==> src/design/mem_map_pkg.sv <==
`default_nettype none

package mem_map_pkg;

  // Host bus address width
  localparam int bram_addr_width = 14;

  // Controller page field sits in the top address bits
  localparam int cnt_page_width = 6;

  // Table group selected by the host bus
  typedef enum logic [1:0] {
    sel_controller = 2'd0,
    sel_mod        = 2'd1,
    sel_pwe_table  = 2'd2,
    sel_stm        = 2'd3
  } bram_select_e;

  // Pages inside the controller group
  localparam logic [cnt_page_width-1:0] cnt_page_main       = 6'h00;
  localparam logic [cnt_page_width-1:0] cnt_page_phase_corr = 6'h01;

  // Write-control registers in the main controller page
  localparam logic [bram_addr_width-1:0] addr_mod_wr_segment = 14'h0020;
  localparam logic [bram_addr_width-1:0] addr_mod_wr_page    = 14'h0021;
  localparam logic [bram_addr_width-1:0] addr_stm_wr_segment = 14'h0050;
  localparam logic [bram_addr_width-1:0] addr_stm_wr_page    = 14'h0051;

endpackage

`default_nettype wire

==> src/design/array_pkg.sv <==
`default_nettype none

package array_pkg;

  // Segments per sequenced table
  localparam int num_segment  = 2;
  localparam int segment_width = $clog2(num_segment);

  // Host bus word
  localparam int bus_data_width = 16;

  // Index width of the controller, pulse-width and phase tables
  localparam int table_addr_width = 8;
  // Phase table stores two entries per word
  localparam int phase_word_addr_width = table_addr_width - 1;

  localparam int pwe_value_width   = 9;
  localparam int phase_value_width = 8;

  // Modulation table, one page bit on top of the bus address
  localparam int mod_value_width = 8;
  localparam int mod_page_bits   = 1;
  localparam int mod_idx_width   = 15;

  localparam int stm_value_width = 16;

endpackage

`default_nettype wire

==> src/design/bram_bus_decode.sv <==
`timescale 1ns/1ps
`default_nettype none

module bram_bus_decode
  import mem_map_pkg::*;
  import array_pkg::*;
(
  input  logic                       bus_clk,
  input  logic                       arst_n,
  input  logic                       en,
  input  logic                       we,
  input  bram_select_e               bram_select,
  input  logic [bram_addr_width-1:0] bram_addr,
  input  logic [bus_data_width-1:0]  ctl_dout,
  output logic [bus_data_width-1:0]  data_out,
  output logic                       ctl_en,
  output logic                       phase_corr_en,
  output logic                       pwe_en,
  output logic                       mod_en,
  output logic                       stm_en
);

  logic [cnt_page_width-1:0] cnt_page;
  logic                      rd_ctl_q;

  assign cnt_page = bram_addr[bram_addr_width-1 -: cnt_page_width];

  // Controller group is split further by page
  assign ctl_en        = en && (bram_select == sel_controller) && (cnt_page == cnt_page_main);
  assign phase_corr_en = en && (bram_select == sel_controller)
                         && (cnt_page == cnt_page_phase_corr);
  assign pwe_en        = en && (bram_select == sel_pwe_table);
  assign mod_en        = en && (bram_select == sel_mod);
  assign stm_en        = en && (bram_select == sel_stm);

  // Remember the target of the last read
  always_ff @(posedge bus_clk or negedge arst_n) begin
    if (!arst_n) begin
      rd_ctl_q <= 1'b0;
    end else if (en && !we) begin
      rd_ctl_q <= ctl_en;
    end
  end

  // Only the register file is readable from the host
  assign data_out = rd_ctl_q ? ctl_dout : '0;

  // Host read data holds until the next read
  a_data_out_holds: assert property (@(posedge bus_clk) disable iff (!arst_n)
    !(en && !we) |=> $stable(data_out))
    else $error("bram_bus_decode: data_out changed without a host read");

endmodule

`default_nettype wire

==> config.mk <==
export PLATFORM = sky130hd
export DESIGN_NAME = bram_bus_decode
export DESIGN_NICKNAME = d
export VERILOG_FILES = /design/src/design/mem_map_pkg.sv /design/src/design/array_pkg.sv /design/src/design/bram_bus_decode.sv
export SDC_FILE = /design/constraint.sdc
export NUM_CORES = 1
export LEC_CHECK = 0
export BUFFER_PORTS_ARGS = -buffer_cell sky130_fd_sc_hd__buf_4
export CELL_PAD_IN_SITES_DETAIL_PLACEMENT = 0
export CELL_PAD_IN_SITES_GLOBAL_PLACEMENT = 2
export CORE_MARGIN = 3
export CORE_UTILIZATION = 10
export CTS_CLUSTER_SIZE = 8
export DETAILED_ROUTE_END_ITERATION = 10
export PLACE_DENSITY_LB_ADDON = 0.1
export SLEW_MARGIN = 20
export SYNTH_ARGS = -nofsm -noshare
export SYNTH_HDL_FRONTEND = slang
export SYNTH_SLANG_ARGS = --single-unit
==> constraint.sdc <==
create_clock -name bus_clk -period 0.89 [get_ports bus_clk]
set_input_delay 0.0445 -clock bus_clk [delete_from_list [all_inputs] [get_ports bus_clk]]
set_output_delay 0.0445 -clock bus_clk [all_outputs]
set_load 0.05 [all_outputs]
-- Yosys cells after proc, flatten, opt, wreduce, memory -nomap -nowiden
Cells that the tools add are included.
- flip-flop bits (word level): 1
- input port bits: 36
- output and inout port bits: 21
- word-level logic and storage cells: 16
- equal/unequal tests: 4
- mux-type cells: 1
- reductions and logical operators: 10
- operators with widths (cell ; count):
    $mux W16 ; 1
    $logic_and A1 B1 Y1 ; 7
    $eq A6 B1 Y1 const B ; 1
    $logic_not A6 Y1 ; 1
    $eq A2 B2 Y1 const B ; 2
    $eq A2 B1 Y1 const B ; 1
    $logic_not A2 Y1 ; 1
    $logic_not A1 Y1 ; 1

-- Depth between registers and ports, before layout
Gate-level depths: netlist of run 1.
- depth after elaboration: 3
- mapped depth: 3
- mapped depth without buffers: 2

-- Worst setup path after synthesis of run 1
No wires, ideal clock.
- kind: input-to-output
- start: in bram_addr[9]
- end: out ctl_en
- arrival: 1.686 ns
- required time: 0.845 ns
- slack: -0.840 ns
- stages on the path: 2
- path buffers: 0
- path through: or4_4 nor3_1
- cells in the longest elaborated chain, start to end: 2
- RTL lines (what ; RTL line ; source):
    start, declared ; bram_bus_decode.sv:13 ; input logic [bram_addr_width-1:0] bram_addr,
    $logic_not A6 Y1 ; bram_bus_decode.sv:29 ; assign ctl_en = en && (bram_select == sel_controller) && (cnt_page == cnt_page_main);
    $logic_and A1 B1 Y1 ; bram_bus_decode.sv:29 ;
    end, declared ; bram_bus_decode.sv:16 ; output logic ctl_en,
No other way between the ends.

-- Final worst setup path of run 1
- start: in bram_addr[13]
- end: out phase_corr_en
- cells in the longest elaborated chain, start to end: 2
- RTL lines (what ; RTL line ; source):
    $eq A6 B1 Y1 ; bram_bus_decode.sv:31 ; && (cnt_page == cnt_page_phase_corr);
    $logic_and A1 B1 Y1 ; bram_bus_decode.sv:31 ;
    end, declared ; bram_bus_decode.sv:17 ; output logic phase_corr_en,
No other way between the ends.

==> results by group, run 1 <==
STA
  • Final Slew Violations: 0
  • # setup viols final: 3
  • Worst-margin pin slew: 0.1884 ns
  • Hold Fails Final Rpt: 0
  • Skew final: 0 ns
  • Max-Slew Margin vs Limit: 87.44%
  • Worst hold margin: 0.3312 ns
  • Final critical-path share of the clock period: 124.8%
  • Achievable frequency: 900.3 MHz
  • Final min period: 1.111 ns
  • Worst Slack Setup Final: -0.2208 ns
  • RSZ-0062 raised after global routing: yes

Die
  • Row count: 16
  • Chip width: 53.72 µm
  • Starting density of the core: 11.04%
  • I/O pin total: 57
  • Core Region: 2062 µm²
  • Die Area: 2886 µm²
  • Die Ht: 53.72 µm

Routing
  • DRC Markers: 0
  • Top layer in use: met3
  • Post-route ant nets: 0
  • Initial drt markers: 0
  • WL per Instance: 10.56 µm
  • WL final: 1162 µm
  • Via count: 411
  • Post-Route M1 WL: 348 µm
  • Vias per cell: 3.736
  • Met2 routed WL: 645 µm
  • Routed met3 length: 169 µm
  • Drt pass-1 iters: 1

Synth
  • Synthesis warning total: 0
  • #FFs+latches synth: 1
  • Synthesized instance count: 31
  • Dominant cells by area after synthesis: and2_1 (44%), dfrtp_1 (11%), o32ai_2 (7.1%)
  • Synthesized area: 227.7 µm²
  • Sequential-to-total area share from yosys stat: 10.99%
  • Avg Cell Area, Syn: 7.346 µm²
  • Top cell type's share of synthesized area: 43.96%
  • Synth cell types: 14
  • Post-Synthesis Net Count: 67
  • Area leader, netlist: and2_1

Cells and area
  • # diodes: 0
  • Biggest regs: rd_ctl_q: 1 flops
  • Storage element area: 25.02 µm²
  • Multi-input logic area: 246.5 µm²
  • Max reg flops: 1
  • Nets@finish: 121
  • Area grow syn2layout: 254.9%
  • Biggest register: rd_ctl_q
  • Share of cells above drive strength 1: 87.95%
  • Fill cells: 212

Power and ir drop
  • Peak supply drop: 0.0001897 V
  • Comb pwr share: 79.1%
  • Fraction of power consumed by sequential logic: 20.9%
  • Leakage power: 0.0004186 µW
  • Clock power frac: 0%
  • Internal power: 159.3 µW
  • Switch share: 28.54%
  • P_sw: 63.60 µW
  • Pwr/cell area: 275.7 nW/µm²

Setup path
  • Worst path required time: 0.85 ns
  • Worst R2R End: rd_ctl_q$_DFFE_PN0P_
  • Critical-path cell list: buf_6 > or4_4 > nor3_4 > buf_6
  • R2r setup slk: 0.11 ns
  • CP Class: in -> out
  • Worst Setup EP: phase_corr_en
  • Crit end category: output port
  • Top cell by count, worst path: buf_6
  • Critical path fanouts, max: 3
  • Critical Path Start: bram_addr[13]
  • Reg2reg start: rd_ctl_q$_DFFE_PN0P_
  • Critical path's slowest cell: or4_4
  • Arrival time worst endpoint: 1.07 ns
  • Crit start category: primary input
  • Slowest stage delay, CP: 0.57 ns
  • R2R depth: 3

Job
  • Max cap viols: 0

GRT
  • Antenna violations before repair: 0
  • Vias in the first global route: 372
  • Pin count of the biggest net entering global routing: 18
  • First-pass GRT wire length: 1552 µm
  • Total global routing track utilization: 7.029%
  • Congestion Overflow GR: 0

Status
  • Failing checks: negative setup slack
  • Status: complete, but fails checks

Placed design
  • GP Congestion: 0.6353
  • Post-DP HPWL: 985.4 µm
  • # port buffers: 48
  • Pre-CTS setup slack: -0.2693 ns

Clock network
  • Worst skew pair latency: 0 ns
  • Reg clk slew, reported paths: 0 ns
  • Post-CTS setup buffers: 0

Worst hold path
  • Hold Path Class: in -> reg
-- what timing repair did --
action	CTS	global route
hold endpoints to repair	1	0
pin swaps	5	4
hold buffers	1	0
resized for setup	20	6
gates cloned	0	0
endpoints found under the setup margin	18	9
-- logic make-up after synthesis --
family          share of synthesized area, %
buf+inv                                4.945
simple gates                           76.92
flops                                  10.99
compound gates                         7.145
-- critical path, delay by kind of cell --
family | cells | cell delay (ns)
and+or+nand+nor | 2 | 0.75
buffers and inverters | 2 | 0.27
-- power groups by stage --
stage	sequential [µW]	clock [µW]	combinational [µW]
3_3_place_gp	46.5	0	165
3_5_place_dp	46.5	0	165
6_report	46.5	0	176
4_1_cts	46.5	0	175
5_1_grt	46.5	0	188
2_1_floorplan	46.6	0	46.9
-- final cells by class --
class / count / area share [%]
inverter: 2 / 0.9288
tap: 27 / 4.180
timing repair buffer: 53 / 61.30
multi-input combinational: 27 / 30.50
sequential: 1 / 3.096
-- cell usage after synthesis, drive strengths merged --
| cell | number |
|---|---|
| or4 | 1 |
| inv | 2 |
| nor3 | 2 |
| and2 | 16 |
| dfrtp | 1 |
| nor2 | 1 |
| or3b | 1 |
| clkbuf | 1 |
| nand2 | 1 |
| nor2b | 1 |
| or4b | 1 |
| and3 | 1 |
| o32ai | 1 |
| and3b | 1 |
-- placed cells by master (no fill, tap or decap) --
| cell type | instances |
|---|---|
| and2_1 | 3 |
| and2_4 | 13 |
| and3_2 | 1 |
| and3b_2 | 1 |
| buf_12 | 1 |
| buf_4 | 29 |
| buf_6 | 22 |
| dfrtp_1 | 1 |
| dlygate4sd3_1 | 1 |
| inv_1 | 2 |
| nand2_1 | 1 |
| nor2_1 | 1 |
| nor2b_1 | 1 |
| nor3_4 | 2 |
| o32ai_2 | 1 |
| or3b_2 | 1 |
| or4_4 | 1 |
| or4b_4 | 1 |
-- routing by layer --
layer  track usage, %  up-vias
met3            1.108        0
met5                0        -
li1                 -      208
met4                0        0
met2            15.73       24
met1            6.721      179
-- metrics by stage --
step           cells  setup TNS (ns)  util [%]  power [µW]  area, µm²
6_report         110         -0.6181     39.20       222.9      808.3
5_1_grt          110         -0.7290     39.20       234.7      808.3
4_1_cts          110         -0.6714     38.35       221.3      790.8
3_5_place_dp     109         -0.8243     34.22       212.0      705.7
3_3_place_gp     109         -0.7774     34.22       211.3      705.7
2_1_floorplan     31         -0.5526         -       93.50      274.0
-- worst min-delay path by stage --
stage                      start                    to  slack, ns  cells after the start
after CTS                     we  rd_ctl_q$_DFFE_PN0P_       0.34                      3
after global placement    arst_n  rd_ctl_q$_DFFE_PN0P_      -0.18                      1
final                         we  rd_ctl_q$_DFFE_PN0P_       0.33                      3
after global routing          we  rd_ctl_q$_DFFE_PN0P_       0.37                      3
after detailed placement  arst_n  rd_ctl_q$_DFFE_PN0P_      -0.18                      1
after floorplan           arst_n  rd_ctl_q$_DFFE_PN0P_      -0.25                      0
No activity file was read; power rests on OpenSTA's default activity.
==> run 2, diff against run 1 <==
==> config.mk (replaced) <==
export PLATFORM = sky130hd
export DESIGN_NAME = bram_bus_decode
export DESIGN_NICKNAME = d
export VERILOG_FILES = /design/src/design/mem_map_pkg.sv /design/src/design/array_pkg.sv /design/src/design/bram_bus_decode.sv
export SDC_FILE = /design/constraint.sdc
export NUM_CORES = 1
export LEC_CHECK = 0
export CORE_AREA = 3 3 40 42
export CTS_CLUSTER_SIZE = 8
export DETAILED_ROUTE_END_ITERATION = 10
export DIE_AREA = 0 0 43 45
export DONT_BUFFER_PORTS = 1
export SYNTH_ARGS = -nofsm -noshare
export SYNTH_HDL_FRONTEND = slang
export SYNTH_SLANG_ARGS = --single-unit
==> run 2 against run 1 <==
Compared with the run above: the run still ends with negative setup slack left; design area fell by 38%; largest power group unchanged; combinational power is 67% lower; die area is 33% lower; cell count fell by 47%.
==> results by group, run 2 (synthesized netlist as in run 1, its figures left out) <==
Status
  • Failing checks: negative setup slack (unchanged)
  • Status: complete, but fails checks (unchanged)

STA
  • Final Slew Violations: 0 (unchanged)
  • RSZ-0062 raised after global routing: yes (unchanged)
  • Max-Slew Margin vs Limit: 82.59% (was 87.44%)
  • Worst hold margin: 0.2483 ns (was 0.3312 ns)
  • Final critical-path share of the clock period: 116.4% (was 124.8%)
  • Achievable frequency: 964.9 MHz (was 900.3 MHz)
  • Worst Slack Setup Final: -0.1464 ns (was -0.2208 ns)
  • Final min period: 1.036 ns (was 1.111 ns)
  • Hold Fails Final Rpt: 0 (unchanged)
  • # setup viols final: 3 (unchanged)
  • Worst-margin pin slew: 0.2621 ns (was 0.1884 ns)
  • Skew final: 0 ns (unchanged)

Power and ir drop
  • Leakage power: 0.0002169 µW (was 0.0004186 µW)
  • P_sw: 37.18 µW (was 63.60 µW)
  • Clock power frac: 0% (about the same)
  • Peak supply drop: 0.0002495 V (was 0.0001897 V)
  • Fraction of power consumed by sequential logic: 44.4% (was 20.9%)
  • Comb pwr share: 55.6% (was 79.1%)
  • Internal power: 67.79 µW (was 159.3 µW)
  • Pwr/cell area: 209.2 nW/µm² (was 275.7 nW/µm²)
  • Switch share: 35.42% (was 28.54%)

Job
  • Max cap viols: 0 (unchanged)

GRT
  • Vias in the first global route: 235 (was 372)
  • Antenna violations before repair: 0 (unchanged)
  • Pin count of the biggest net entering global routing: 10 (was 18)
  • First-pass GRT wire length: 917 µm (was 1552 µm)
  • Total global routing track utilization: 5.819% (was 7.029%)
  • Congestion Overflow GR: 0 (unchanged)

Cells and area
  • Multi-input logic area: 236.5 µm² (was 246.5 µm²)
  • Final Core Density: 39.05% (was 39.20%)
  • Final Cell Area: 501.7 µm² (was 808.3 µm²)
  • Fin cells: 58 (was 110)
  • Nets@finish: 81 (was 121)
  • Leading cell types in the layout, fill and taps excluded: and2_4 (9), buf_12 (9), and2_1 (7) (was buf_4 (29), buf_6 (22), and2_4 (13))
  • Storage element area: 26.28 µm² (was 25.02 µm²)
  • Fill cells: 128 (was 212)
  • Biggest regs: rd_ctl_q: 1 flops (unchanged)
  • Area grow syn2layout: 120.3% (was 254.9%)
  • # diodes: 0 (unchanged)
  • Share of cells above drive strength 1: 69.77% (was 87.95%)
  • Max reg flops: 1 (unchanged)
  • Biggest register: rd_ctl_q (unchanged)

Placed design
  • Area after DPL: 490.5 µm² (was 705.7 µm²)
  • Dpl cells: 57 (was 109)
  • GP Congestion: 0.7026 (was 0.6353)
  • # port buffers: 0 (was 48)
  • Post-DP HPWL: 651.3 µm (was 985.4 µm)

Worst hold path
  • HP Start: we (unchanged)
  • Hold Path Class: in -> reg (unchanged)

Die
  • I/O pin total: 57 (unchanged)
  • Chip width: 43 µm (was 53.72 µm)
  • Starting density of the core: 17.72% (was 11.04%)
  • Die Area: 1935 µm² (was 2886 µm²)
  • Row count: 13 (was 16)
  • Core Region: 1285 µm² (was 2062 µm²)
  • Die Ht: 45 µm (was 53.72 µm)

Setup path
  • Critical path fanouts, max: 3 (unchanged)
  • Worst Setup EP: phase_corr_en (unchanged)
  • Worst path required time: 0.85 ns (about the same)
  • Arrival time worst endpoint: 0.99 ns (was 1.07 ns)
  • Crit end category: output port (unchanged)
  • Crit start category: primary input (unchanged)
  • R2r setup slk: 0.03 ns (was 0.11 ns)
  • Reg2reg start: rd_ctl_q$_DFFE_PN0P_ (unchanged)
  • R2R depth: 3 (unchanged)
  • CP Class: in -> out (unchanged)
  • Critical Path Start: bram_addr[9] (was bram_addr[13])
  • Worst R2R End: rd_ctl_q$_DFFE_PN0P_ (unchanged)

Routing
  • Initial drt markers: 0 (unchanged)
  • Drt pass-1 iters: 1 (unchanged)
  • Vias per cell: 4.793 (was 3.736)
  • Via count: 278 (was 411)
  • WL per Instance: 12.07 µm (was 10.56 µm)
  • DRC Markers: 0 (unchanged)
  • WL final: 700 µm (was 1162 µm)
  • Post-route ant nets: 0 (unchanged)

Clock network
  • Reg clk slew, reported paths: 0 ns (about the same)
  • Worst skew pair latency: 0 ns (about the same)
-- run 2: worst min path at each step --
stage	endpoint	cells past startpoint	slack [ns]
2_1_floorplan	rd_ctl_q$_DFFE_PN0P_	0	-0.25
3_3_place_gp	rd_ctl_q$_DFFE_PN0P_	0	-0.25
3_5_place_dp	rd_ctl_q$_DFFE_PN0P_	0	-0.25
4_1_cts	ctl_en	2	0.25
5_1_grt	ctl_en	2	0.25
6_report	rd_ctl_q$_DFFE_PN0P_	2	0.25
-- run 2: worst max-delay path: stages --
cell and delay (ns):
or4_4 0.57, nor3_4 0.22, buf_12 0.16
-- run 2: per-layer routing --
layer	vias to the layer above	share of wire [%]	GRT usage, %
li1	129	-	-
met4	0	0	0
met2	33	52	12.28
met1	116	27	5.995
met5	-	0	0
met3	0	21	1.594
-- run 2: metrics by stage --
step,power (µW),TNS [ns],worst slack [ns]
2_1_floorplan,93.50,-0.5526,-0.2465
3_3_place_gp,101.0,-0.3922,-0.1408
3_5_place_dp,101.6,-0.5395,-0.1496
4_1_cts,105.7,-0.4199,-0.1501
5_1_grt,107.9,-0.4580,-0.1746
6_report,105.0,-0.3870,-0.1464
-- run 2: final cells by class --
type	instances	area share [%]
inverter	2	1.496
multi-input combinational	27	47.13
sequential	1	5.237
tap	15	3.741
timing repair buffer	13	42.39
-- run 2: timing repair --
item / CTS / global route
endpoints found under the hold margin: 1 / 0
gates resized for setup: 1 / 0
gates cloned: 0 / 0
buffers inserted: 0 / 0
pin swaps: 0 / 0
hold buffers: 1 / 0
endpoints found under the setup margin: 8 / 3
-- run 2: power groups by stage --
| stage | combinational (µW) | clock, µW | sequential (µW) |
|---|---|---|---|
| after global placement | 54.3 | 0 | 46.7 |
| after floorplan | 46.9 | 0 | 46.6 |
| after global routing | 61.2 | 0 | 46.7 |
| after detailed placement | 54.9 | 0 | 46.7 |
| after CTS | 59.0 | 0 | 46.7 |
| final | 58.3 | 0 | 46.6 |
