`config.mk`:
```
export PLATFORM = sky130hd
export DESIGN_NAME = segment_page_regs
export DESIGN_NICKNAME = d
export VERILOG_FILES = /design/src/design/mem_map_pkg.sv /design/src/design/array_pkg.sv /design/src/design/segment_page_regs.sv
export SDC_FILE = /design/constraint.sdc
export NUM_CORES = 1
export LEC_CHECK = 0
export BUFFER_PORTS_ARGS = -buffer_cell sky130_fd_sc_hd__buf_2
export CAP_MARGIN = 20
export CORE_MARGIN = 5
export CORE_UTILIZATION = 40
export DETAILED_ROUTE_END_ITERATION = 10
export PLACE_DENSITY_LB_ADDON = 0.12
export SETUP_SLACK_MARGIN = 0.3
export SLEW_MARGIN = 30
export SYNTH_ARGS = -nofsm -noshare
export SYNTH_HDL_FRONTEND = slang
export SYNTH_SLANG_ARGS = --single-unit
```
`constraint.sdc`:
```
create_clock -name bus_clk -period 4.35 [get_ports bus_clk]
set_clock_uncertainty 0.05 [all_clocks]
set_input_delay 0.6525 -clock bus_clk [delete_from_list [all_inputs] [get_ports bus_clk]]
set_output_delay 0.6525 -clock bus_clk [all_outputs]
set_load 0.03 [all_outputs]
```
`src/design/mem_map_pkg.sv`:
```
`default_nettype none

package mem_map_pkg;

  // Host bus address width
  localparam int bram_addr_width = 14;

  // Controller page field sits in the top address bits
  localparam int cnt_page_width = 6;

  // Table group selected by the host bus
  typedef enum logic [1:0] {
    sel_controller = 2'd0,
    sel_mod        = 2'd1,
    sel_pwe_table  = 2'd2,
    sel_stm        = 2'd3
  } bram_select_e;

  // Pages inside the controller group
  localparam logic [cnt_page_width-1:0] cnt_page_main       = 6'h00;
  localparam logic [cnt_page_width-1:0] cnt_page_phase_corr = 6'h01;

  // Write-control registers in the main controller page
  localparam logic [bram_addr_width-1:0] addr_mod_wr_segment = 14'h0020;
  localparam logic [bram_addr_width-1:0] addr_mod_wr_page    = 14'h0021;
  localparam logic [bram_addr_width-1:0] addr_stm_wr_segment = 14'h0050;
  localparam logic [bram_addr_width-1:0] addr_stm_wr_page    = 14'h0051;

endpackage

`default_nettype wire

```
`src/design/array_pkg.sv`:
```
`default_nettype none

package array_pkg;

  // Segments per sequenced table
  localparam int num_segment  = 2;
  localparam int segment_width = $clog2(num_segment);

  // Host bus word
  localparam int bus_data_width = 16;

  // Index width of the controller, pulse-width and phase tables
  localparam int table_addr_width = 8;
  // Phase table stores two entries per word
  localparam int phase_word_addr_width = table_addr_width - 1;

  localparam int pwe_value_width   = 9;
  localparam int phase_value_width = 8;

  // Modulation table, one page bit on top of the bus address
  localparam int mod_value_width = 8;
  localparam int mod_page_bits   = 1;
  localparam int mod_idx_width   = 15;

  localparam int stm_value_width = 16;

endpackage

`default_nettype wire

```
`src/design/segment_page_regs.sv`:
```
`timescale 1ns/1ps
`default_nettype none

module segment_page_regs
  import mem_map_pkg::*;
  import array_pkg::*;
#(
  parameter int stm_page_bits = 4
) (
  input  logic                       bus_clk,
  input  logic                       arst_n,
  input  logic                       ctl_en,
  input  logic                       we,
  input  logic [bram_addr_width-1:0] bram_addr,
  input  logic [bus_data_width-1:0]  data_in,
  output logic [segment_width-1:0]   mod_wr_segment,
  output logic [mod_page_bits-1:0]   mod_wr_page,
  output logic [segment_width-1:0]   stm_wr_segment,
  output logic [stm_page_bits-1:0]   stm_wr_page
);

  logic [2:0]                 wr_hist;
  logic [bram_addr_width-1:0] addr_q;
  logic [bus_data_width-1:0]  data_q;
  logic                       held_write;

  // Newest sample in bit 0
  always_ff @(posedge bus_clk or negedge arst_n) begin
    if (!arst_n) begin
      wr_hist <= '0;
    end else begin
      wr_hist <= {wr_hist[1:0], ctl_en & we};
    end
  end

  // Address and data of the newest sample
  always_ff @(posedge bus_clk) begin
    addr_q <= bram_addr;
    data_q <= data_in;
  end

  // Two strobed samples after an idle one
  assign held_write = (wr_hist == 3'b011);

  always_ff @(posedge bus_clk or negedge arst_n) begin
    if (!arst_n) begin
      mod_wr_segment <= '0;
      mod_wr_page    <= '0;
      stm_wr_segment <= '0;
      stm_wr_page    <= '0;
    end else if (held_write) begin
      case (addr_q)
        addr_mod_wr_segment: mod_wr_segment <= data_q[segment_width-1:0];
        addr_mod_wr_page:    mod_wr_page    <= data_q[mod_page_bits-1:0];
        addr_stm_wr_segment: stm_wr_segment <= data_q[segment_width-1:0];
        addr_stm_wr_page:    stm_wr_page    <= data_q[stm_page_bits-1:0];
        default: begin
        end
      endcase
    end
  end

  // A change needs a controller write to that table's registers two samples back
  a_mod_regs_source: assert property (@(posedge bus_clk) disable iff (!arst_n)
    $changed({mod_wr_segment, mod_wr_page}) |-> $past(ctl_en && we
      && (bram_addr == addr_mod_wr_segment || bram_addr == addr_mod_wr_page), 2))
    else $error("segment_page_regs: modulation register changed without a write");

  a_stm_regs_source: assert property (@(posedge bus_clk) disable iff (!arst_n)
    $changed({stm_wr_segment, stm_wr_page}) |-> $past(ctl_en && we
      && (bram_addr == addr_stm_wr_segment || bram_addr == addr_stm_wr_page), 2))
    else $error("segment_page_regs: STM register changed without a write");

endmodule

`default_nettype wire

```
Word level (Yosys, flattened, before mapping)
Cells that the tools add are included.
{"block": "word_totals", "regBits": 28, "out_inout_bits": 7}
{"block": "op_classes", "eq_ne": 5, "bitwise": 1, "n_reduce_logical": 4}
{"op": "equality test 14 x 6 -> 1 bit, second input constant", "count": 2}
{"op": "equality test 14 x 7 -> 1 bit, second input constant", "count": 2}
{"op": "AND reduction 2 bit", "count": 4}
{"op": "equality test 3 x 2 -> 1 bit, second input constant", "count": 1}
{"op": "bitwise AND 1 bit", "count": 1}

Logic depth before layout (Yosys ltp)
Gate-level depths: netlist (run 1).
{"block": "logic_depth", "depth_word": 2, "depth_mapped": 4, "mapped_depth_nobuf": 4}

Worst setup path before layout (run 1)
OpenSTA, ideal clock, no wires.
{"block": "synth_timing", "path_kind": "register to register", "start": "reg wr_hist[2]", "end": "reg stm_wr_page[0]", "setup_ns": 0.128, "arrival_time_ns": 1.268, "required_ns": 4.172, "setup_slack_ns": 2.904, "stages_incl_launch_ff": 5, "path_buffers": 0, "path_cell_list": "dfrtp_1 -> and4bb_2 -> nand4b_1 -> nor2_4 -> mux2_1"}
{"block": "synth_via", "elab_chain_cells": 2}
{"item": "from (decl)", "line_no": "segment_page_regs.sv:22", "source": "logic [2:0] wr_hist;"}
{"item": "from (signal assigned)", "line_no": "segment_page_regs.sv:32", "source": "wr_hist <= {wr_hist[1:0], ctl_en & we};"}
{"item": "equality test 3 x 2 -> 1 bit", "line_no": "segment_page_regs.sv:43", "source": "assign held_write = (wr_hist == 3'b011);"}
{"item": "AND reduction 2 bit (no line)"}
{"item": "to (signal assigned)", "line_no": "segment_page_regs.sv:56", "source": "addr_stm_wr_page: stm_wr_page <= data_q[stm_page_bits-1:0];"}
{"item": "to (decl)", "line_no": "segment_page_regs.sv:19", "source": "output logic [stm_page_bits-1:0] stm_wr_page"}
No other way between the ends.
A chain may end at the register's enable or synchronous reset.

Final worst setup path (run 1)
{"block": "layout_timing", "start": "reg mod_wr_segment", "end": "out mod_wr_segment"}
{"item": "from (decl)", "line_no": "segment_page_regs.sv:16", "source": "output logic [segment_width-1:0] mod_wr_segment,"}
{"item": "from (signal assigned)", "line_no": "segment_page_regs.sv:53", "source": "addr_mod_wr_segment: mod_wr_segment <= data_q[segment_width-1:0];"}
No word-level cell between the ends.

==> key figures, run 1 <==
Final layout
  • Most common cell after layout, fill and taps aside: buf_2
  • Post-Layout Inst Area: about 1000 um2
  • Layout cells sized above 1: 0.469
  • Total Nets Final: 116
  • Fill count: between 150 and 200
  • Sequential cell area: 611 um2
  • Fin util: 0.515
  • Area of the multi-input gates: roughly 190 um2
  • Most frequent cells in the layout: buf_2 (28), dfxtp_1 (18), dfrtp_1 (10)
  • P&R area growth vs syn: 25.0%
  • Final Non-Filler Cells: 108
  • # diodes: 0

Timing
  • Tmin final: 1.60 ns
  • Max-slew headroom: 0.799
  • Setup WS post-layout: 2.75 ns
  • Min Hold Slack: 0.112 ns
  • RSZ-0062 raised after global routing: no
  • Final setup vio count: 0
  • Slew at the pin closest to its max-slew limit: 0.300 ns
  • Setup_tns: 0 ns
  • Pins over their slew limit: 0
  • Final Hold Viols: 0
  • Tcrit/Tclk final: 0.369
  • Maximum clock frequency: 0.624 GHz

Synth
  • Cell taking the most area after synthesis: dfxtp_1
  • Post-Syn Instances: 49
  • Net Count, Synth: 83
  • Syn avg cell area: 16.3 um2
  • Yosys top cell area share: 0.451
  • Dominant cells by area after synthesis: dfxtp_1 (45%), dfrtp_1 (31%), mux2_1 (5.6%)
  • Post-synthesis sequential area ratio: 0.764
  • Yosys warning count: 0
  • Yosys reg bits: 28
  • Netlist cell types: 13
  • Synth Cell Area: 800 um2

Power
  • Power per cell area: 388 mW/mm2
  • Leak: around 0.50 nW
  • Total power: between 300 and 400 uW
  • Worst vdd ir: 0.250 mV

Worst setup path
  • Max incr delay on CP: 0.41 ns
  • CP Class: reg -> out
  • Req. time, crit path: around 3.7 ns
  • Worst r2r path cells: 4
  • Arr. time, crit path: approximately 0.9 ns
  • CP Max Fanout: 2
  • CP Capture Type: primary output
  • Slowest library cell on the worst path: dfrtp_1
  • Crit-path cells: buf_2
  • WP depth: 1
  • CP delay by family, top: flip-flops
  • Worst setup SP type: flip-flop
  • Reg2reg setup slack: 2.79 ns
  • CP bufs+invs: 1

Global routing
  • All-Layer GR Usage: 0.0919
  • Initial antenna violation count: 0
  • Largest net degree at the start of global routing: 16
  • First-pass GRT wire length: just under 2 mm
  • Overflow left after global routing: 0
  • Vias in the first global route: 483

Drt
  • Total wire length: ~1.1 mm
  • DR vias: 469
  • ANT nets after route: 0
  • Average wire per standard cell: 10.6 um
  • Post-route DRC: 0
  • DR iter-0 viols: 10
  • DR vias/cell: ~4.3
  • Drt pass-1 iters: 2

Clocking
  • CTS Root Cell: clkbuf_4
  • Worst-Skew Late Latency: 0.31 ns
  • CTS buffer count: 3
  • Hold-fix buffers, CTS: 0
  • Setup Fix Bufs, Post-CTS: 0
  • Clock transition at path regs: 0.14 ns
  • CTS tree: built
  • H-tree depth: 1
  • Clock sink total: 28
  • # resized after CTS: 0
  • Max clock buf depth: 2

Floorplanning
  • Die width: 54.7 um
  • Die area: 0.00299 mm2
  • Initial core utilization: 0.412
  • Core Area: 0.00194 mm2
  • Num rows: 16
  • Die Ht: between 50 and 60 um
  • I/O pin count: ~40

Hold path
  • HP Class: in -> async

Placed design
  • Buffers on Ports: 28
  • GPL Wtd Cong: 0.633
  • DP Area: 973 um2
  • Placed insts: 104
  • Pre-CTS setup slack: between 2 and 3 ns

Flow run
  • Maximum capacitance violations: 0

Run status
  • Status: finished clean
state kept, by name (all words and copies together) (netlist names):
name and cells:
mod_wr_page 1, data_q 4, stm_wr_segment 1, mod_wr_segment 1, stm_wr_page 4, wr_hist 3
addr_q 14
report_power, final:
| part | switching (mW) | internal (mW) | total (mW) |
|---|---|---|---|
| clock | 0.0666 | 0.0358 | 0.102 |
| sequential | 0.00427 | 0.268 | 0.272 |
| combinational | 0.00458 | 0.00817 | 0.0127 |
Yosys cell counts (all sizes together):
master,number
and2,1
nor4,1
and4bb,1
dfrtp,10
nand3,1
mux2,7
dfxtp,18
nand4,1
nand4b,2
nor2,6
nor3,1
routing by layer:
layer / vias up / GRT usage / share of wire / wire length [um]
met4: 0 / 0.0249 / 0 / 0
met5: - / 0 / 0 / 0
met1: 215 / 0.114 / 0.42 / 478
met3: 0 / 0.0381 / 0.096 / 109
met2: 22 / 0.146 / 0.48 / 552
li1: 232 / - / - / -
path summary, 6_finish.rpt:
path | to | from
max | mod_wr_segment | mod_wr_segment$_DFFE_PN0P_
min | stm_wr_page[2]$_DFFE_PN0P_ | arst_n
max reg2reg | stm_wr_page[1]$_DFFE_PN0P_ | wr_hist[2]$_DFF_PN0_
min reg2reg | wr_hist[1]$_DFF_PN0_ | wr_hist[0]$_DFF_PN0_
max in group asynchronous | stm_wr_page[3]$_DFFE_PN0P_ | arst_n
min in group bus_clk | wr_hist[1]$_DFF_PN0_ | wr_hist[0]$_DFF_PN0_
cell families (layout without fill, tap and decap cells):
kind of cell	after synthesis	count (layout)	share of synthesized area
flip-flops	28	28	0.764
AND/OR/NAND/NOR	14	14	0.138
multiplexers	7	7	0.0986
buffers and inverters	0	32	0
layout make-up:
cell class,count,area share
sequential,28,0.611
timing repair buffer,28,0.140
tap,27,0.0338
multi-input combinational,21,0.189
clock buffer,4,0.0263
Power figures use the tool's default switching activity.
==> inputs of run 2 (changes only) <==
Settings changed: ABC_AREA set to 1.
Clock period 4.35 ns to 1.6 ns, I/O delays scaled along.
==> run 2 against run 1 <==
Die area is 7.7% higher. Synthesized area is 9.4% higher. First-iteration DRC count is 10% lower. Setup slack worse by 2.3 ns. Sequential cell count stayed put. Global-route usage is 0.76 points higher.
==> key figures, run 2 <==
Run status
  • Status: finished clean

Placed design
  • Buffers on Ports: 28
  • Pre-CTS setup slack: 0.435 ns
  • GPL Wtd Cong: 0.777
  • Detailed Place HPWL: approximately 1.1 mm

Clocking
  • CTS Root Cell: clkbuf_4
  • Max clock buf depth: 2
  • Worst-Skew Late Latency: approximately 0.31 ns
  • CTS buffer count: 3
  • H-tree depth: 1
  • CTS tree: built
  • Clock transition at path regs: approximately 0.14 ns
  • Clock sink total: 28

Worst setup path
  • CP Capture Type: primary output
  • Worst setup SP type: flip-flop
  • CP Class: reg -> out
  • CP bufs+invs: 1
  • Req. time, crit path: 1.31 ns
  • CP delay by family, top: flip-flops
  • Slowest library cell on the worst path: dfrtp_1
  • CP Max Fanout: 2
  • Arr. time, crit path: 0.90 ns
  • Max incr delay on CP: 0.41 ns
  • Crit-path cells: buf_2

Final layout
  • Max reg flops: 14
  • Biggest regs: addr_q: 14 flops, data_q: 4 flops, stm_wr_page: 4 flops
  • Top reg by flops: addr_q
  • Most common cell after layout, fill and taps aside: buf_2
  • P&R area growth vs syn: 45.9%
  • Total Nets Final: 169
  • # diodes: 0
  • Fill count: 197
  • Layout cells sized above 1: 0.291
  • Most frequent cells in the layout: buf_2 (28), nand2_1 (21), dlygate4sd3_1 (19)

Floorplanning
  • Die width: 56.8 um
  • Core Area: between 0.002 and 0.0025 mm2
  • I/O pin count: 41
  • Initial core utilization: 0.407
  • Die area: 0.00322 mm2
  • Num rows: 17
  • Die Ht: 56.8 um

Synth
  • Net Count, Synth: ~120
  • Synth Cell Area: about 900 um2
  • Post-Synth Adder-Cell Area: 0
  • Yosys warning count: 0
  • Netlist cell types: 12
  • Yosys reg bits: 28
  • Post-synth top cells: nand2_1 (21), dfxtp_1 (18), nor2_1 (11)
  • Compound-Gate Fraction of Synth Area: 0
  • Multiplexer share of the synthesized area: 0
  • Cell taking the most area after synthesis: dfxtp_1
  • Post-synthesis sequential area ratio: 0.698
  • Simple logic cell fraction of the synthesized area: 0.280
  • Synth async-reset ratio: 0.357
  • Synth Area in XOR/XNOR: 0
  • Predominant post-synthesis flop cell: dfxtp_1
  • Syn avg cell area: between 10 and 15 um2
  • Post-Syn Instances: a little over 80
  • Largest family of logic cells by synthesized area: simple AND/OR/NAND/NOR gates
  • Yosys top cell area share: 0.412
  • Top-count cell post-synth: nand2_1
  • Dominant cells by area after synthesis: dfxtp_1 (41%), dfrtp_1 (29%), nand2_1 (9.0%)
  • Post-synth EDFFs: 0

Flow run
  • Maximum capacitance violations: 0

Drt
  • Average wire per standard cell: between 8 and 9 um
  • DR vias/cell: 4.21
  • DR iter-0 viols: 9
  • Post-route DRC: 0
  • Total wire length: around 1.5 mm
  • Drt pass-1 iters: 3
  • ANT nets after route: 0
  • DR vias: 682

Timing
  • Max-slew headroom: 0.860
  • Maximum clock frequency: around 0.84 GHz
  • Pins over their slew limit: 0
  • Setup_tns: 0 ns
  • Final Hold Viols: 0
  • Slew at the pin closest to its max-slew limit: 0.210 ns
  • Tmin final: between 1 and 1.5 ns
  • Tcrit/Tclk final: 0.746
  • Final setup vio count: 0
  • RSZ-0062 raised after global routing: no
  • Setup WS post-layout: 0.407 ns

Power
  • Int Power: about 920 uW
  • Power per cell area: 895 mW/mm2
  • Comb pwr share: 0.070
  • Net Sw Power: approximately 220 uW
  • Sequential Power Share: 0.648
  • Clock share of power: 0.282
  • Worst vdd ir: 0.656 mV
  • Sw frac: 0.193
  • Leak: 0.654 nW

Global routing
  • Overflow left after global routing: 0
  • Initial antenna violation count: 0
  • First-pass GRT wire length: 2.54 mm
  • Largest net degree at the start of global routing: 16
  • Vias in the first global route: 654
  • All-Layer GR Usage: 0.0995

Hold path
  • HP Class: in -> reg
==> run 2: path summary, 6_finish.rpt <==
kind / from / to / slack, ns / cells after the start
worst max register to register: wr_hist[1]$_DFF_PN0_ / stm_wr_page[3]$_DFFE_PN0P_ / 0.44 / 6
worst min-delay path: we / wr_hist[0]$_DFF_PN0_ / 0.05 / 3
max in group asynchronous: arst_n / stm_wr_segment$_DFFE_PN0P_ / 1.07 / 2
worst max-delay path: mod_wr_page$_DFFE_PN0P_ / mod_wr_page / 0.41 / 1
min in group asynchronous: arst_n / stm_wr_page[2]$_DFFE_PN0P_ / 0.25 / 2
worst min register to register: wr_hist[0]$_DFF_PN0_ / wr_hist[1]$_DFF_PN0_ / 0.36 / 0
==> run 2: cell families after synthesis <==
group	Yosys count
buffers and inverters	5
flip-flops	28
AND/OR/NAND/NOR	50
==> run 2: power by group through the flow <==
stage,combinational [mW],sequential [mW],clock [mW]
global route,0.0908,0.744,0.368
detailed placement,0.0458,0.756,0
floorplan,0.0156,0.754,0
global placement,0.0442,0.755,0
CTS,0.0808,0.741,0.344
finish,0.0797,0.740,0.322
==> run 2: routing by layer <==
metal / up-vias / GRT usage / routed length, um
li1: 359 / - / -
met1: 304 / 0.107 / 616
met2: 17 / 0.182 / 733
met3: 2 / 0.0207 / 87
met4: 0 / 0.0497 / 20
met5: - / 0 / 0
==> run 2: layout make-up <==
class	instances	area, um2	area share
well taps	28	35.0	0.0275
clock buffers	4	36.3	0.0284
repair buffers	47	330	0.259
multi-input cells	50	245	0.192
inverters	5	18.8	0.0147
flip-flops and latches	28	611	0.478
==> run 2: metrics by stage <==
stage,hold WS (ns),util,power (mW),area [um2],cells
2_1_floorplan,-0.106,-,0.769,875,83
3_3_place_gp,0.0585,0.489,0.799,1050,139
3_5_place_dp,0.0549,0.489,0.802,1050,139
4_1_cts,0.0397,0.594,1.17,1280,162
5_1_grt,0.0420,0.594,1.20,1280,162
6_report,0.0547,0.594,1.14,1280,162
==> run 2: repair_timing <==
action / in CTS / in global routing
resized for setup: 0 / 0
hold buffers: 19 / 0
endpoints found under the hold margin: 28 / 0
buffers inserted: 0 / 0
==> inputs of run 3 (changes only) <==
Settings changed: ABC_AREA 1 to 0.
Clock period 1.6 ns to 1.24 ns, I/O delays scaled along.
==> run 3 against run 2 <==
The flow now finishes with violations (negative setup slack). Clock power up 53%. Cell count down 19%. Sequential share of layout area down 1.1 points. Critical endpoint is now stm_wr_page[0]$_DFFE_PN0P_. Largest power group unchanged.
==> key figures, run 3 (same netlist as run 1, synthesis figures left out) <==
Timing
  • Setup WS post-layout: -0.254 ns
  • Setup_tns: -1.60 ns
  • Tcrit/Tclk final: 1.20
  • Final setup vio count: 7
  • Maximum clock frequency: 0.669 GHz
  • Final Hold Viols: 0
  • Pins over their slew limit: 0
  • Max-slew headroom: 0.845
  • Min Hold Slack: 0.0233 ns
  • Slew at the pin closest to its max-slew limit: 0.231 ns
  • Tmin final: 1.49 ns
  • RSZ-0062 raised after global routing: yes

Drt
  • Drt pass-1 iters: 2
  • DR vias/cell: 4.25
  • Post-route DRC: 0
  • DR vias: 561
  • DR iter-0 viols: 4
  • Average wire per standard cell: 12.2 um
  • ANT nets after route: 0
  • Total wire length: approximately 1.6 mm

Placed design
  • Pre-CTS setup slack: -0.253 ns
  • GPL Wtd Cong: 0.673
  • Buffers on Ports: 28
  • Detailed Place HPWL: 933 um

Global routing
  • First-pass GRT wire length: roughly 2.8 mm
  • Vias in the first global route: 661
  • All-Layer GR Usage: 0.134
  • Overflow left after global routing: 0
  • Initial antenna violation count: 0
  • Largest net degree at the start of global routing: 17

Worst setup path
  • Reg2reg setup slack: -0.25 ns
  • Max incr delay on CP: 0.36 ns
  • CP Class: reg -> reg
  • CP Max Fanout: 4
  • Slowest library cell on the worst path: dfxtp_2
  • Worst setup SP type: flip-flop
  • Crit-path cells: nor4_4 -> nand4_2 -> nor2_4 -> mux2_1
  • Arr. time, crit path: 1.65 ns
  • Req. time, crit path: 1.40 ns
  • CP Capture Type: flip-flop

Power
  • Leak: 0.615 nW
  • Power per cell area: 1180 mW/mm2
  • Worst vdd ir: between 0.9 and 1 mV

Final layout
  • Total Nets Final: 140
  • P&R area growth vs syn: 63.9%
  • Most common cell after layout, fill and taps aside: buf_2
  • Max reg flops: 14
  • Top reg by flops: addr_q
  • Most frequent cells in the layout: buf_2 (21), dlygate4sd3_1 (19), dfxtp_1 (17)
  • Biggest regs: addr_q: 14 flops, data_q: 4 flops, stm_wr_page: 4 flops
  • # diodes: 0
  • Layout cells sized above 1: 0.438
  • Fin util: 0.675

Run status
  • Failing checks: negative setup slack
  • Status: finished with violations

Hold path
  • HP Class: in -> reg

Floorplanning
  • Die area: 0.00299 mm2
  • I/O pin count: 41
  • Die width: 54.7 um
  • Initial core utilization: 0.412
  • Die Ht: 54.7 um
  • Num rows: 16
  • Core Area: 0.00194 mm2

Clocking
  • H-tree depth: 1
  • Clock transition at path regs: 0.14 ns
  • CTS Root Cell: clkbuf_4
  • Clock sink total: 28
  • Worst-Skew Late Latency: 0.32 ns
  • CTS buffer count: 3
  • Max clock buf depth: 2
  • CTS tree: built

Flow run
  • Maximum capacitance violations: 0
## run 3: changes by cell type in the layout (fill, tap and decap cells not counted), moves of 4 or more
cell and change:
nor2_1 -6, nand2_1 -21, buf_6 +7, buf_2 -7
buf_4 +5, mux2_1 +4, nand3_1 -7, inv_1 -5
## run 3: stage by stage
| stage | cell area (um2) | std cells | power, mW |
|---|---|---|---|
| global placement | 990 | 105 | 1.02 |
| global route | 1310 | 132 | 1.63 |
| finish | 1310 | 132 | 1.55 |
| CTS | 1290 | 130 | 1.57 |
| detailed placement | 990 | 105 | 1.02 |
| floorplan | 808 | 49 | 0.982 |
## run 3: power breakdown
part | internal [mW] | leakage [nW] | switching, mW
Clock | 0.246 | 0.0261 | 0.246
Combinational | 0.0701 | 0.301 | 0.0262
Sequential | 0.941 | 0.288 | 0.0180
Total | 1.26 | 0.615 | 0.290
## run 3: worst paths after layout
path                                       from                         end  depth (start not counted)
max                          addr_q[12]$_DFF_P_  stm_wr_page[0]$_DFFE_PN0P_                          4
min                                          we        wr_hist[0]$_DFF_PN0_                          2
max in group asynchronous                arst_n        wr_hist[1]$_DFF_PN0_                          2
min in group asynchronous                arst_n  stm_wr_page[2]$_DFFE_PN0P_                          2
max reg2reg                  addr_q[12]$_DFF_P_  stm_wr_page[0]$_DFFE_PN0P_                          4
min reg2reg                wr_hist[0]$_DFF_PN0_        wr_hist[1]$_DFF_PN0_                          0
## run 3: layout make-up
| cell class | instances | area [um2] |
|---|---|---|
| clock buffers | 4 | 47.5 |
| fillers | 151 | 632 |
| well taps | 27 | 33.8 |
| multi-input cells | 21 | 205 |
| flip-flops and latches | 28 | 612 |
| repair buffers | 52 | 412 |
## run 3: timing repair
action / CTS / global route
endpoints found under the setup margin: 14 / 14
buffers inserted: 2 / 2
hold buffers: 19 / 0
endpoints found under the hold margin: 28 / 0
resized for setup: 16 / 0
## run 3: worst max-delay path: cells and delay by family, from the launching register on
kind	cells	cell delay, ns
flops	1	0.36
simple gates	3	0.65
mux	1	0.33
## run 3: per-layer routing
layer / global-route usage / up-vias / routed length [um]
met3: 0.0436 / 0 / 114
met5: 0 / - / 0
li1: - / 279 / -
met4: 0.0498 / 0 / 0
met1: 0.152 / 262 / 641
met2: 0.232 / 20 / 849
